File: config.mk
export PLATFORM = sky130hd
export DESIGN_NAME = fetchFrontEnd
export DESIGN_NICKNAME = d
export VERILOG_FILES = /design/src/design/fetchPkg.sv /design/src/design/branchPredictor.sv /design/src/design/fetchFrontEnd.sv /design/src/design/fetchStage.sv /design/src/design/instCache.sv /design/src/design/nextPcStage.sv
export SDC_FILE = /design/constraint.sdc
export NUM_CORES = 2
export LEC_CHECK = 0
export BUFFER_PORTS_ARGS = -buffer_cell sky130_fd_sc_hd__buf_2
export CAP_MARGIN = 10
export CORE_MARGIN = 8
export CORE_UTILIZATION = 35
export DETAILED_ROUTE_END_ITERATION = 16
export HOLD_SLACK_MARGIN = 0.02
export PLACE_DENSITY = 0.53
export SYNTH_ARGS = -nofsm -noshare
export SYNTH_HDL_FRONTEND = slang
export SYNTH_HIERARCHICAL = 1
export SYNTH_SLANG_ARGS = --single-unit
File: constraint.sdc
create_clock -name clk -period 12.6 [get_ports clk]
set_clock_uncertainty 0.05 [all_clocks]
set_input_delay 1.26 -clock clk [delete_from_list [all_inputs] [get_ports clk]]
set_output_delay 1.26 -clock clk [all_outputs]
set_load 0.05 [all_outputs]
File: src/design/fetchPkg.sv
// Fetch front end shared definitions
// Common widths, per-lane structs and PC helper constants
package fetchPkg;

    localparam int addrWidth = 32;
    localparam int insnWidth = 32;
    localparam int insnBytes = 4;
    // Upper bound for the fetch width of any instance
    localparam int maxFetchWidth = 4;

    // PC helpers
    localparam int insnOffsetBits = $clog2(insnBytes);
    localparam int laneIdxWidth = $clog2(maxFetchWidth);

    typedef logic [laneIdxWidth-1:0] laneIdx;

    // Prediction attached to one lane
    typedef struct packed {
        logic predTaken;
        logic [addrWidth-1:0] predTarget;
        logic [1:0] counter;
    } brPred;

    // One instruction slot handed to decode
    typedef struct packed {
        logic valid;
        logic [addrWidth-1:0] pc;
        logic [insnWidth-1:0] insn;
        brPred pred;
    } fetchLane;

    // Branch resolution from the backend
    typedef struct packed {
        logic valid;
        logic [addrWidth-1:0] pc;
        logic taken;
        logic [addrWidth-1:0] target;
    } brUpdate;

    typedef struct packed {
        logic valid;
        logic [addrWidth-1:0] pc;
    } redirectReq;

    // Refill request, line aligned byte address
    typedef struct packed {
        logic valid;
        logic [addrWidth-1:0] lineAddr;
    } memReq;

endpackage

File: src/design/branchPredictor.sv
// Branch target predictor
// Direct-mapped BTB with 2-bit saturating counters, one lookup per
// lane and one training port from the backend
`timescale 1ns/10ps

module branchPredictor #(
    parameter int fetchWidth = 2,
    parameter int btbEntries = 32
) (
    input logic clk,
    input logic rstN,
    input logic [fetchPkg::addrWidth-1:0] lookupPc [fetchWidth],
    output fetchPkg::brPred pred [fetchWidth],
    input fetchPkg::brUpdate train
);

    localparam int idxBits = $clog2(btbEntries);
    localparam int tagBits = fetchPkg::addrWidth - fetchPkg::insnOffsetBits - idxBits;

    logic [tagBits-1:0] tagTable [btbEntries];
    logic [fetchPkg::addrWidth-1:0] targetTable [btbEntries];
    logic [1:0] ctrTable [btbEntries];
    logic [btbEntries-1:0] entryValid;

    logic [idxBits-1:0] lookupIdx [fetchWidth];
    logic [tagBits-1:0] lookupTag [fetchWidth];
    logic [idxBits-1:0] trainIdx;
    logic [tagBits-1:0] trainTag;
    logic trainHit;
    logic trainWrite;
    logic [1:0] trainCtr;

    // Per-lane lookup
    always_comb begin
        for (int i = 0; i < fetchWidth; i++) begin
            lookupIdx[i] = lookupPc[i][fetchPkg::insnOffsetBits +: idxBits];
            lookupTag[i] = lookupPc[i][fetchPkg::addrWidth-1 -: tagBits];
            pred[i].predTarget = targetTable[lookupIdx[i]];
            pred[i].counter = ctrTable[lookupIdx[i]];
            // Taken only on a tag match with a counter of 2 or 3
            pred[i].predTaken = entryValid[lookupIdx[i]]
                && (tagTable[lookupIdx[i]] == lookupTag[i])
                && ctrTable[lookupIdx[i]][1];
        end
    end

    // Training
    always_comb begin
        trainIdx = train.pc[fetchPkg::insnOffsetBits +: idxBits];
        trainTag = train.pc[fetchPkg::addrWidth-1 -: tagBits];
        trainHit = entryValid[trainIdx] && (tagTable[trainIdx] == trainTag);
        if (!trainHit) begin
            trainCtr = 2'd2;   // fresh entry starts weakly taken
        end else if (train.taken) begin
            trainCtr = (ctrTable[trainIdx] == 2'd3) ? 2'd3 : ctrTable[trainIdx] + 2'd1;
        end else begin
            trainCtr = (ctrTable[trainIdx] == 2'd0) ? 2'd0 : ctrTable[trainIdx] - 2'd1;
        end
        // Not-taken misses allocate nothing
        trainWrite = train.valid && (trainHit || train.taken);
    end

    always_ff @(posedge clk) begin
        if (!rstN) begin
            entryValid <= '0;
        end else if (trainWrite) begin
            entryValid[trainIdx] <= 1'b1;
        end
    end

    always_ff @(posedge clk) begin
        if (trainWrite) begin
            tagTable[trainIdx] <= trainTag;
            ctrTable[trainIdx] <= trainCtr;
            if (train.taken) begin
                targetTable[trainIdx] <= train.target;
            end
        end
    end

endmodule

File: src/design/fetchFrontEnd.sv
// Instruction fetch front end
// Next-PC stage, fetch stage, instruction cache and BTB
`timescale 1ns/10ps

module fetchFrontEnd #(
    parameter int fetchWidth = 2,
    parameter int cacheLines = 16,
    parameter int btbEntries = 32,
    parameter logic [fetchPkg::addrWidth-1:0] resetPc = '0
) (
    input logic clk,
    input logic rstN,
    input fetchPkg::redirectReq redirect,
    input logic decodeStall,
    input fetchPkg::brUpdate brTrain,
    output fetchPkg::memReq memOut,
    input logic memRespValid,
    input logic [fetchPkg::insnWidth-1:0] memRespData [fetchWidth],
    output fetchPkg::fetchLane lanes [fetchWidth]
);

    logic [fetchPkg::addrWidth-1:0] fetchPc;
    logic [fetchPkg::laneIdxWidth-1:0] lane0Offset;
    logic stall;
    logic steerValid;
    logic [fetchPkg::addrWidth-1:0] steerPc;
    logic [fetchPkg::addrWidth-1:0] lookupAddr;
    logic lookupEn;
    logic cacheHit;
    logic [fetchPkg::insnWidth-1:0] cacheData [fetchWidth];
    logic [fetchPkg::addrWidth-1:0] lanePc [fetchWidth];
    fetchPkg::brPred pred [fetchWidth];

    nextPcStage #(.fetchWidth(fetchWidth), .resetPc(resetPc)) nextPc (
        .clk(clk), .rstN(rstN), .redirect(redirect), .stall(stall),
        .steerValid(steerValid), .steerPc(steerPc),
        .fetchPc(fetchPc), .lane0Offset(lane0Offset)
    );

    fetchStage #(.fetchWidth(fetchWidth)) fetch (
        .clk(clk), .rstN(rstN), .fetchPc(fetchPc), .lane0Offset(lane0Offset),
        .redirect(redirect), .decodeStall(decodeStall),
        .cacheHit(cacheHit), .cacheData(cacheData),
        .lookupAddr(lookupAddr), .lookupEn(lookupEn), .lanePc(lanePc), .pred(pred),
        .stall(stall), .steerValid(steerValid), .steerPc(steerPc), .lanes(lanes)
    );

    instCache #(.fetchWidth(fetchWidth), .cacheLines(cacheLines)) icache (
        .clk(clk), .rstN(rstN), .lookupAddr(lookupAddr), .lookupEn(lookupEn),
        .hit(cacheHit), .lineData(cacheData), .memOut(memOut),
        .memRespValid(memRespValid), .memRespData(memRespData)
    );

    branchPredictor #(.fetchWidth(fetchWidth), .btbEntries(btbEntries)) btb (
        .clk(clk), .rstN(rstN), .lookupPc(lanePc), .pred(pred), .train(brTrain)
    );

endmodule

File: src/design/fetchStage.sv
// Fetch stage
// Holds the group in flight, looks it up in the cache, applies the
// branch predictions and hands the lanes to decode
`timescale 1ns/10ps

module fetchStage #(
    parameter int fetchWidth = 2
) (
    input logic clk,
    input logic rstN,
    input logic [fetchPkg::addrWidth-1:0] fetchPc,
    input logic [fetchPkg::laneIdxWidth-1:0] lane0Offset,
    input fetchPkg::redirectReq redirect,
    input logic decodeStall,
    input logic cacheHit,
    input logic [fetchPkg::insnWidth-1:0] cacheData [fetchWidth],
    output logic [fetchPkg::addrWidth-1:0] lookupAddr,
    output logic lookupEn,
    output logic [fetchPkg::addrWidth-1:0] lanePc [fetchWidth],
    input fetchPkg::brPred pred [fetchWidth],
    output logic stall,
    output logic steerValid,
    output logic [fetchPkg::addrWidth-1:0] steerPc,
    output fetchPkg::fetchLane lanes [fetchWidth]
);

    localparam logic [fetchPkg::addrWidth-1:0] groupBytes = fetchWidth * fetchPkg::insnBytes;

    // Fetch register
    logic [fetchPkg::addrWidth-1:0] groupPc;
    logic [fetchWidth-1:0] laneValid;

    logic regStall;
    logic beginStall;
    logic loadGroup;
    logic takenSeen;
    logic [fetchWidth-1:0] isFlushed;

    // Predictions held from the first stall cycle
    fetchPkg::brPred regPred [fetchWidth];
    fetchPkg::brPred curPred [fetchWidth];

    always_comb begin
        lookupAddr = groupPc;
        lookupEn = |laneValid;
        // Miss or back-pressure holds the group
        stall = (lookupEn && !cacheHit) || decodeStall;
        beginStall = stall && !regStall;
        // A redirect replaces the group even while stalled
        loadGroup = redirect.valid || !stall;
        steerValid = |laneValid;
        for (int i = 0; i < fetchWidth; i++) begin
            lanePc[i] = groupPc + i * fetchPkg::insnBytes;
            curPred[i] = regStall ? regPred[i] : pred[i];
        end
    end

    // Lanes after the first predicted-taken lane are dropped
    always_comb begin
        takenSeen = 1'b0;
        steerPc = groupPc + groupBytes;
        for (int i = 0; i < fetchWidth; i++) begin
            isFlushed[i] = takenSeen && laneValid[i];
            if (!takenSeen && laneValid[i] && curPred[i].predTaken) begin
                takenSeen = 1'b1;
                steerPc = curPred[i].predTarget;
            end
        end
    end

    always_ff @(posedge clk) begin
        if (!rstN) begin
            laneValid <= '0;
            regStall <= 1'b0;
        end else begin
            // New group after a redirect starts a fresh stall episode
            regStall <= stall && !redirect.valid;
            if (loadGroup) begin
                for (int i = 0; i < fetchWidth; i++) begin
                    laneValid[i] <= fetchPkg::laneIdx'(i) >= lane0Offset;
                end
            end else begin
                laneValid <= laneValid & ~isFlushed;
            end
        end
    end

    always_ff @(posedge clk) begin
        if (loadGroup) begin
            groupPc <= fetchPc;
        end
        if (beginStall) begin
            regPred <= pred;
        end
    end

    // Output group to decode
    always_comb begin
        for (int i = 0; i < fetchWidth; i++) begin
            lanes[i].valid = laneValid[i] && !stall && !redirect.valid && !isFlushed[i];
            lanes[i].pc = lanePc[i];
            lanes[i].insn = cacheData[i];
            lanes[i].pred = curPred[i];
        end
    end

endmodule

File: src/design/instCache.sv
// Instruction cache
// Direct mapped, one fetch group per line, single outstanding refill
// through the external memory port
`timescale 1ns/10ps

module instCache #(
    parameter int fetchWidth = 2,
    parameter int cacheLines = 16
) (
    input logic clk,
    input logic rstN,
    input logic [fetchPkg::addrWidth-1:0] lookupAddr,
    input logic lookupEn,
    output logic hit,
    output logic [fetchPkg::insnWidth-1:0] lineData [fetchWidth],
    output fetchPkg::memReq memOut,
    input logic memRespValid,
    input logic [fetchPkg::insnWidth-1:0] memRespData [fetchWidth]
);

    localparam int offsetBits = $clog2(fetchWidth * fetchPkg::insnBytes);
    localparam int indexBits = $clog2(cacheLines);
    localparam int tagBits = fetchPkg::addrWidth - offsetBits - indexBits;

    logic [tagBits-1:0] tagArray [cacheLines];
    logic [fetchPkg::insnWidth-1:0] dataArray [cacheLines][fetchWidth];
    logic [cacheLines-1:0] lineValid;

    logic refillBusy;
    logic [fetchPkg::addrWidth-1:0] refillAddr;
    logic [indexBits-1:0] lookupIdx;
    logic [tagBits-1:0] lookupTag;
    logic [indexBits-1:0] refillIdx;
    logic startRefill;

    always_comb begin
        lookupIdx = lookupAddr[offsetBits +: indexBits];
        lookupTag = lookupAddr[fetchPkg::addrWidth-1 -: tagBits];
        refillIdx = refillAddr[offsetBits +: indexBits];
        hit = lineValid[lookupIdx] && (tagArray[lookupIdx] == lookupTag);
        for (int i = 0; i < fetchWidth; i++) begin
            lineData[i] = dataArray[lookupIdx][i];
        end
        // New miss waits until the current refill is done
        startRefill = lookupEn && !hit && !refillBusy;
        memOut.valid = refillBusy;
        memOut.lineAddr = refillAddr;
    end

    // Refill control, a redirect does not cancel an open refill
    always_ff @(posedge clk) begin
        if (!rstN) begin
            lineValid <= '0;
            refillBusy <= 1'b0;
        end else if (refillBusy) begin
            if (memRespValid) begin
                lineValid[refillIdx] <= 1'b1;
                refillBusy <= 1'b0;
            end
        end else if (startRefill) begin
            refillBusy <= 1'b1;
        end
    end

    // Tags, data and the request address
    always_ff @(posedge clk) begin
        if (startRefill) begin
            refillAddr <= lookupAddr;
        end
        if (refillBusy && memRespValid) begin
            tagArray[refillIdx] <= refillAddr[fetchPkg::addrWidth-1 -: tagBits];
            for (int i = 0; i < fetchWidth; i++) begin
                dataArray[refillIdx][i] <= memRespData[i];
            end
        end
    end

endmodule

File: src/design/nextPcStage.sv
// Next-PC stage
// Picks the address of the next fetch group and splits it into
// the aligned group address and the first valid lane
`timescale 1ns/10ps

module nextPcStage #(
    parameter int fetchWidth = 2,
    parameter logic [fetchPkg::addrWidth-1:0] resetPc = '0
) (
    input logic clk,
    input logic rstN,
    input fetchPkg::redirectReq redirect,
    input logic stall,
    input logic steerValid,
    input logic [fetchPkg::addrWidth-1:0] steerPc,
    output logic [fetchPkg::addrWidth-1:0] fetchPc,
    output logic [fetchPkg::laneIdxWidth-1:0] lane0Offset
);

    localparam logic [fetchPkg::addrWidth-1:0] groupBytes = fetchWidth * fetchPkg::insnBytes;

    // Fetch address register, successor of the last group sent on
    logic [fetchPkg::addrWidth-1:0] pcReg;
    logic [fetchPkg::addrWidth-1:0] nextPc;
    logic [fetchPkg::addrWidth-1:0] groupOffset;

    always_comb begin
        // Redirect wins, then the steering target of the group in fetch
        if (redirect.valid) begin
            nextPc = redirect.pc;
        end else if (steerValid) begin
            nextPc = steerPc;
        end else begin
            nextPc = pcReg;
        end
        groupOffset = nextPc & (groupBytes - 1'b1);
        fetchPc = nextPc & ~(groupBytes - 1'b1);
        // Misaligned entry point skips the leading lanes
        lane0Offset = fetchPkg::laneIdx'(groupOffset >> fetchPkg::insnOffsetBits);
    end

    always_ff @(posedge clk) begin
        if (!rstN) begin
            pcReg <= resetPc;
        end else if (redirect.valid || !stall) begin
            pcReg <= fetchPc + groupBytes;
        end
    end

endmodule

* Word-level counts from Yosys, hierarchy flattened *
Memories as Yosys holds them, arrays and structs flattened. A register that Yosys moved wholly into a read port is not among the register bits.
Index checks and enable logic that the tools add are counted.

operators by class
  $add $sub $neg = 5
  multipliers = 0
  div/mod/pow operators = 0
  $lt $le $gt $ge = 9
  equality and inequality tests = 5
  shifts and indexed selects = 0
  mux-type cells = 39
  bitwise gates (word level) = 4
  reductions and logical operators = 36

operators with widths
  kind                                                                                 count
  32-bit two-way mux                                                                   4
  25-bit equality test                                                                 4
  35-bit two-way mux                                                                   2
  32-bit by 4-bit adder with 32-bit output, second input constant                      2
  32-bit by 3-bit adder with 32-bit output, second input constant                      1
  32-bit bitwise OR                                                                    1
  1-bit logical AND                                                                    23
  5-bit by 6-bit less-than comparator with 1-bit output, second input constant         3
  1-bit two-way mux                                                                    17
  16-bit bitwise OR                                                                    1
  5-bit two-way mux                                                                    3
  1-bit binary-select mux with 5-bit select                                            2
  4-bit by 5-bit less-than comparator with 1-bit output, second input constant         2
  2-bit two-way mux                                                                    5
  1-bit binary-select mux with 4-bit select                                            2
  4-bit two-way mux                                                                    2
  1-bit logical NOT                                                                    7
  1-bit demux with 5-bit select                                                        1
  5-bit by 1-bit greater-or-equal comparator with 1-bit output, second input constant  1
  1-bit demux with 4-bit select                                                        1
  4-bit by 1-bit greater-or-equal comparator with 1-bit output, second input constant  1
  1-bit logical OR                                                                     3
  2-bit by 1-bit adder with 2-bit output, second input constant                        1
  2-bit bitwise AND                                                                    1
  7 further kinds                                                                      8

word-level totals
  bits in registers = 212
  latch bits = 0
  bits in writable memories = 3312
  bits in read-only memories = 0
  input bits = 167
  output and inout bits = 233
  logic and storage cells = 117
  memories = 5

memories
  name              words  bits a word  read ports  clocked after memory_dff  write ports  RTL line               text
  btb.targetTable   32     32           2           1                         1            branchPredictor.sv:21  logic [fetchPkg::addrWidth-1:0] targetTable [btbEntries];
  icache.dataArray  16     64           1           1                         1            instCache.sv:26        logic [fetchPkg::insnWidth-1:0] dataArray [cacheLines][fetchWidth];
  btb.tagTable      32     25           3           1                         1            branchPredictor.sv:20  logic [tagBits-1:0] tagTable [btbEntries];
  icache.tagArray   16     25           1           1                         1            instCache.sv:25        logic [tagBits-1:0] tagArray [cacheLines];
  btb.ctrTable      32     2            3           1                         1            branchPredictor.sv:22  logic [1:0] ctrTable [btbEntries];

* Depth between registers and ports, before layout *
  word-level depth = 15
  gate-level depth with buffers = 27
  gate-level depth less buffers = 23

* Cells and area by module *
The synthesis kept the hierarchy.

modules (own cells, without submodules)
  module           instances  cells an instance  area each (µm²)  sequential area each (µm²)
  branchPredictor  1          4659               95938.3          57335.0
  instCache        1          2290               55806.0          44062.3
  fetchStage       1          624                6811.5           3123.0
  nextPcStage      1          298                2287.2           580.6

* Worst setup path after synthesis *
Ideal clock, no wire load.

  kind = input to register
  start point = input memRespValid
  end point = memory icache/dataArray[0][0] (netlist name) (enable)
  library setup time = 648 ps
  arrival time = 7754 ps
  slack = 4148 ps
  cell stages on the path = 3
  path buffers = 0
  cell sequence = nand2_1 or3_1 nor3_1

on the way
  cells in the longest elaborated chain, start to end = 3

RTL lines
  element                                  RTL line             text
  start: declaration                       fetchFrontEnd.sv:17  input logic memRespValid,
  1-bit logical AND                        instCache.sv:70      if (refillBusy && memRespValid) begin
  1-bit two-way mux                        instCache.sv:70
  1-bit two-way mux (not written as such)  instCache.sv:73      dataArray[refillIdx][i] <= memRespData[i];
  end: declaration                         instCache.sv:26

No other way between the ends.

==> flow_summary.toml <==
[run_status]
status = "completed"

[cts]
post_cts_buffers = 0
cts_buffers = 392
cts_sinks = 3527
clock_path_buffers = 4
cts_root_buf = "clkbuf_16"
htree_levels = 5
clk_latency_ps = 1040
cts.clk_slew.worst_paths_ps = 60
postCtsHoldBufs = 0
cts-resized-gates = 0
tritoncts = "yes"

[global_route]
track_usage = 0.221
grt_pass1_wl_um = 749000
grt.overflow.total = 0
top_usage_layer = "met2"
grt_start_max_net_pins = 123
grt_use_met1 = 0.284
antenna_found_initial = 94
met3_usage = 0.0563
grtUsageMet2 = 0.359
grt_pass1_vias = 91200

[place]
dp_worst_setup_slack_ps = 2750
port_buffers = 395
placed_area_sq_um = 170000
dp_hpwl_um = 306000
placed_cells = 14000
place_congestion = 0.845

[critical_path]
worstPathRequired_ps = 13480
crit_path_end_kind = "flop"
r2r_start = "fetch/lookupAddr[3]$_DFFE_PN_"
critPathKind = "flop to flop"
crit_chain = "buf_4, ha_1, nand2_1, xnor2_2, inv_8, buf_4, mux4_2, mux2i_1, xor2_1, nand4_1, or4_1, nor4_1, buf_2, buf_4, mux2_2, and2_1, a21oi_1, o21ai_0, mux2i_1, o21ai_0, and4_1, nand4_1, or3_2, a31oi_1"
startpoint_type = "flop"
cp_num_buf_inv = 5
cpMostUsedCell = "buf_4"
crit_family = "simple AND/OR/NAND/NOR gates"
reg2reg_slack_ps = 2730
critical_path.max_stage_delay_ps = 720
slowest_stage = "buf_4"
crit_fanout = 44
r2r_end = "nextPc/pcReg[16]$_SDFFE_PN0P_"
r2r_cells = 24
worstPathArrival_ps = 10750

[sta]
worst_slew_pin_slew_ps = 1460
layout_min_cycle_time_ps = 9870
slew_violations = 0
timing.final.ws_setup_ps = 2730
rsz0062_at_grt = "false"
setup_tns_ps = 0
max-slew-margin-rel = 0.0231
finalSetupViolations = 0
hold_viol_final = 0
whs_ps = 409
fmax_mhz = 101
period_share = 0.783

[synthesis]
ys_warn_count = 6
synth_area_sq_um = 161000
synth_cells = 7863
avgSynthCellArea_sq_um = 20.4

[cells_and_area]
fill_cells = 40900
utilization = 0.398
area_growth_pct = 13.4
final_cell_area_sq_um = 182000
stdcell_count = 14700
drive_gt1_frac = 0.367
finalNetCount = 8365

[pwr]
leakagePower_nw = 57.4
pwr_density_cell_nw_per_um2 = 163
power.total_mw = 29.7
ir_drop_mv = 0.163

[routing]
viasPerCell = 5.98
drt_iter0_markers = 11200
post_drt_wl_per_cell_um = 37.2
dr.pass1.iters = 6
postRouteAntennaNets = 0
vias = 87900
drc = 0
wl_um = 547000

[worst_hold_path]
min_from = "nextPc/pcReg[4]$_SDFFE_PN0P_"
hp-class = "flop to flop"
hold_depth = 2
holdPathEnd = "nextPc/pcReg[4]$_SDFFE_PN0P_"

[floorplanning]
num_io_pins = 400
die_h_um = 694
rows = 249
die_area_sq_um = 481000
core_sq_um = 459000
die_w_um = 694
initial_core_util = 0.351

[run]
maxCapViolCount = 0
final cells by class:
type	count	area, sq um	share of cell area
clock buffer	489	10300	0.0566
inverter	23	115	0.000631
tap	6149	7690	0.0422
clock inverter	227	2230	0.0122
multi-input combinational	3596	52500	0.288
antenna	29	72.6	0.000398
timing repair buffer	655	4270	0.0234
sequential	3527	105000	0.576
where the power goes:
| group | internal (mW) | total (mW) | leakage [nW] | switching [mW] |
|---|---|---|---|---|
| clock | 6.51 | 11.4 | 6.10 | 4.86 |
| sequential | 13.1 | 13.2 | 31.9 | 0.106 |
| combinational | 1.86 | 5.16 | 19.5 | 3.31 |
| total | 21.5 | 29.7 | 57.4 | 8.27 |
metal layers:
| layer | share of wire | vias up | wire [um] |
|---|---|---|---|
| li1 | - | 34500 | - |
| met1 | 0.39 | 48000 | 211000 |
| met2 | 0.48 | 4300 | 261000 |
| met3 | 0.092 | 1088 | 50200 |
| met4 | 0.046 | 46 | 25000 |
| met5 | 0.00057 | - | 314 |
tightest hold or removal path: stages (launching register included):
cell and delay (ps):
dfxtp_1 310, nand2_1 50, a21oi_1 50
registers in the layout, summed over array words and instances (netlist names):
signal	cells
btb/entryValid	32
btb/ctrTable	64
icache/lineValid	16
fetch/regPred	70
nextPc/pcReg	29
btb/tagTable	800
icache/refillBusy	1
btb/targetTable	1024
icache/tagArray	400
icache/refillAddr	32
fetch/laneValid	2
icache/dataArray	1024
fetch/regStall	1
fetch/lookupAddr	32
placed cells by master (no fill, tap or decap), types with 11 or more instances in the layout:
master / instances
dfxtp_1: 80
diode_2: 29
mux2i_1: 527
clkbuf_1: 87
edfxtp_1: 3446
clkbuf_16: 397
nor3_1: 22
nand2_1: 173
buf_12: 26
nor4_1: 65
xnor2_1: 64
xor2_1: 83
inv_1: 16
and2_1: 11
nor2_4: 61
a22oi_1: 20
o21a_1: 19
o31ai_2: 28
a21oi_1: 47
buf_2: 393
o21ai_0: 69
nand3_1: 39
nor2_1: 60
buf_4: 235
a211oi_1: 19
and4_1: 11
nand4_1: 33
and3_1: 25
clkinv_2: 63
mux4_2: 1628
clkinv_1: 97
or4_1: 13
mux2_2: 152
bufinv_16: 34
a31oi_1: 21
o21ai_1: 14
o22ai_1: 215
worst max-delay path by stage:
stage                                   from                               end  slack [ps]  cells after the start
2_1_floorplan                   memRespValid  icache/dataArray[0][0]$_DFFE_PP_        4150                      3
3_3_place_gp   fetch/lookupAddr[3]$_DFFE_PN_     nextPc/pcReg[24]$_SDFFE_PN0P_        2010                     23
3_5_place_dp   fetch/lookupAddr[3]$_DFFE_PN_     nextPc/pcReg[16]$_SDFFE_PN0P_        2750                     24
4_1_cts        fetch/lookupAddr[3]$_DFFE_PN_     nextPc/pcReg[16]$_SDFFE_PN0P_        2720                     24
5_1_grt        fetch/lookupAddr[3]$_DFFE_PN_     nextPc/pcReg[16]$_SDFFE_PN0P_        2300                     24
6_report       fetch/lookupAddr[3]$_DFFE_PN_     nextPc/pcReg[16]$_SDFFE_PN0P_        2730                     24
Note: power is estimated with default switching activity, not from simulation.
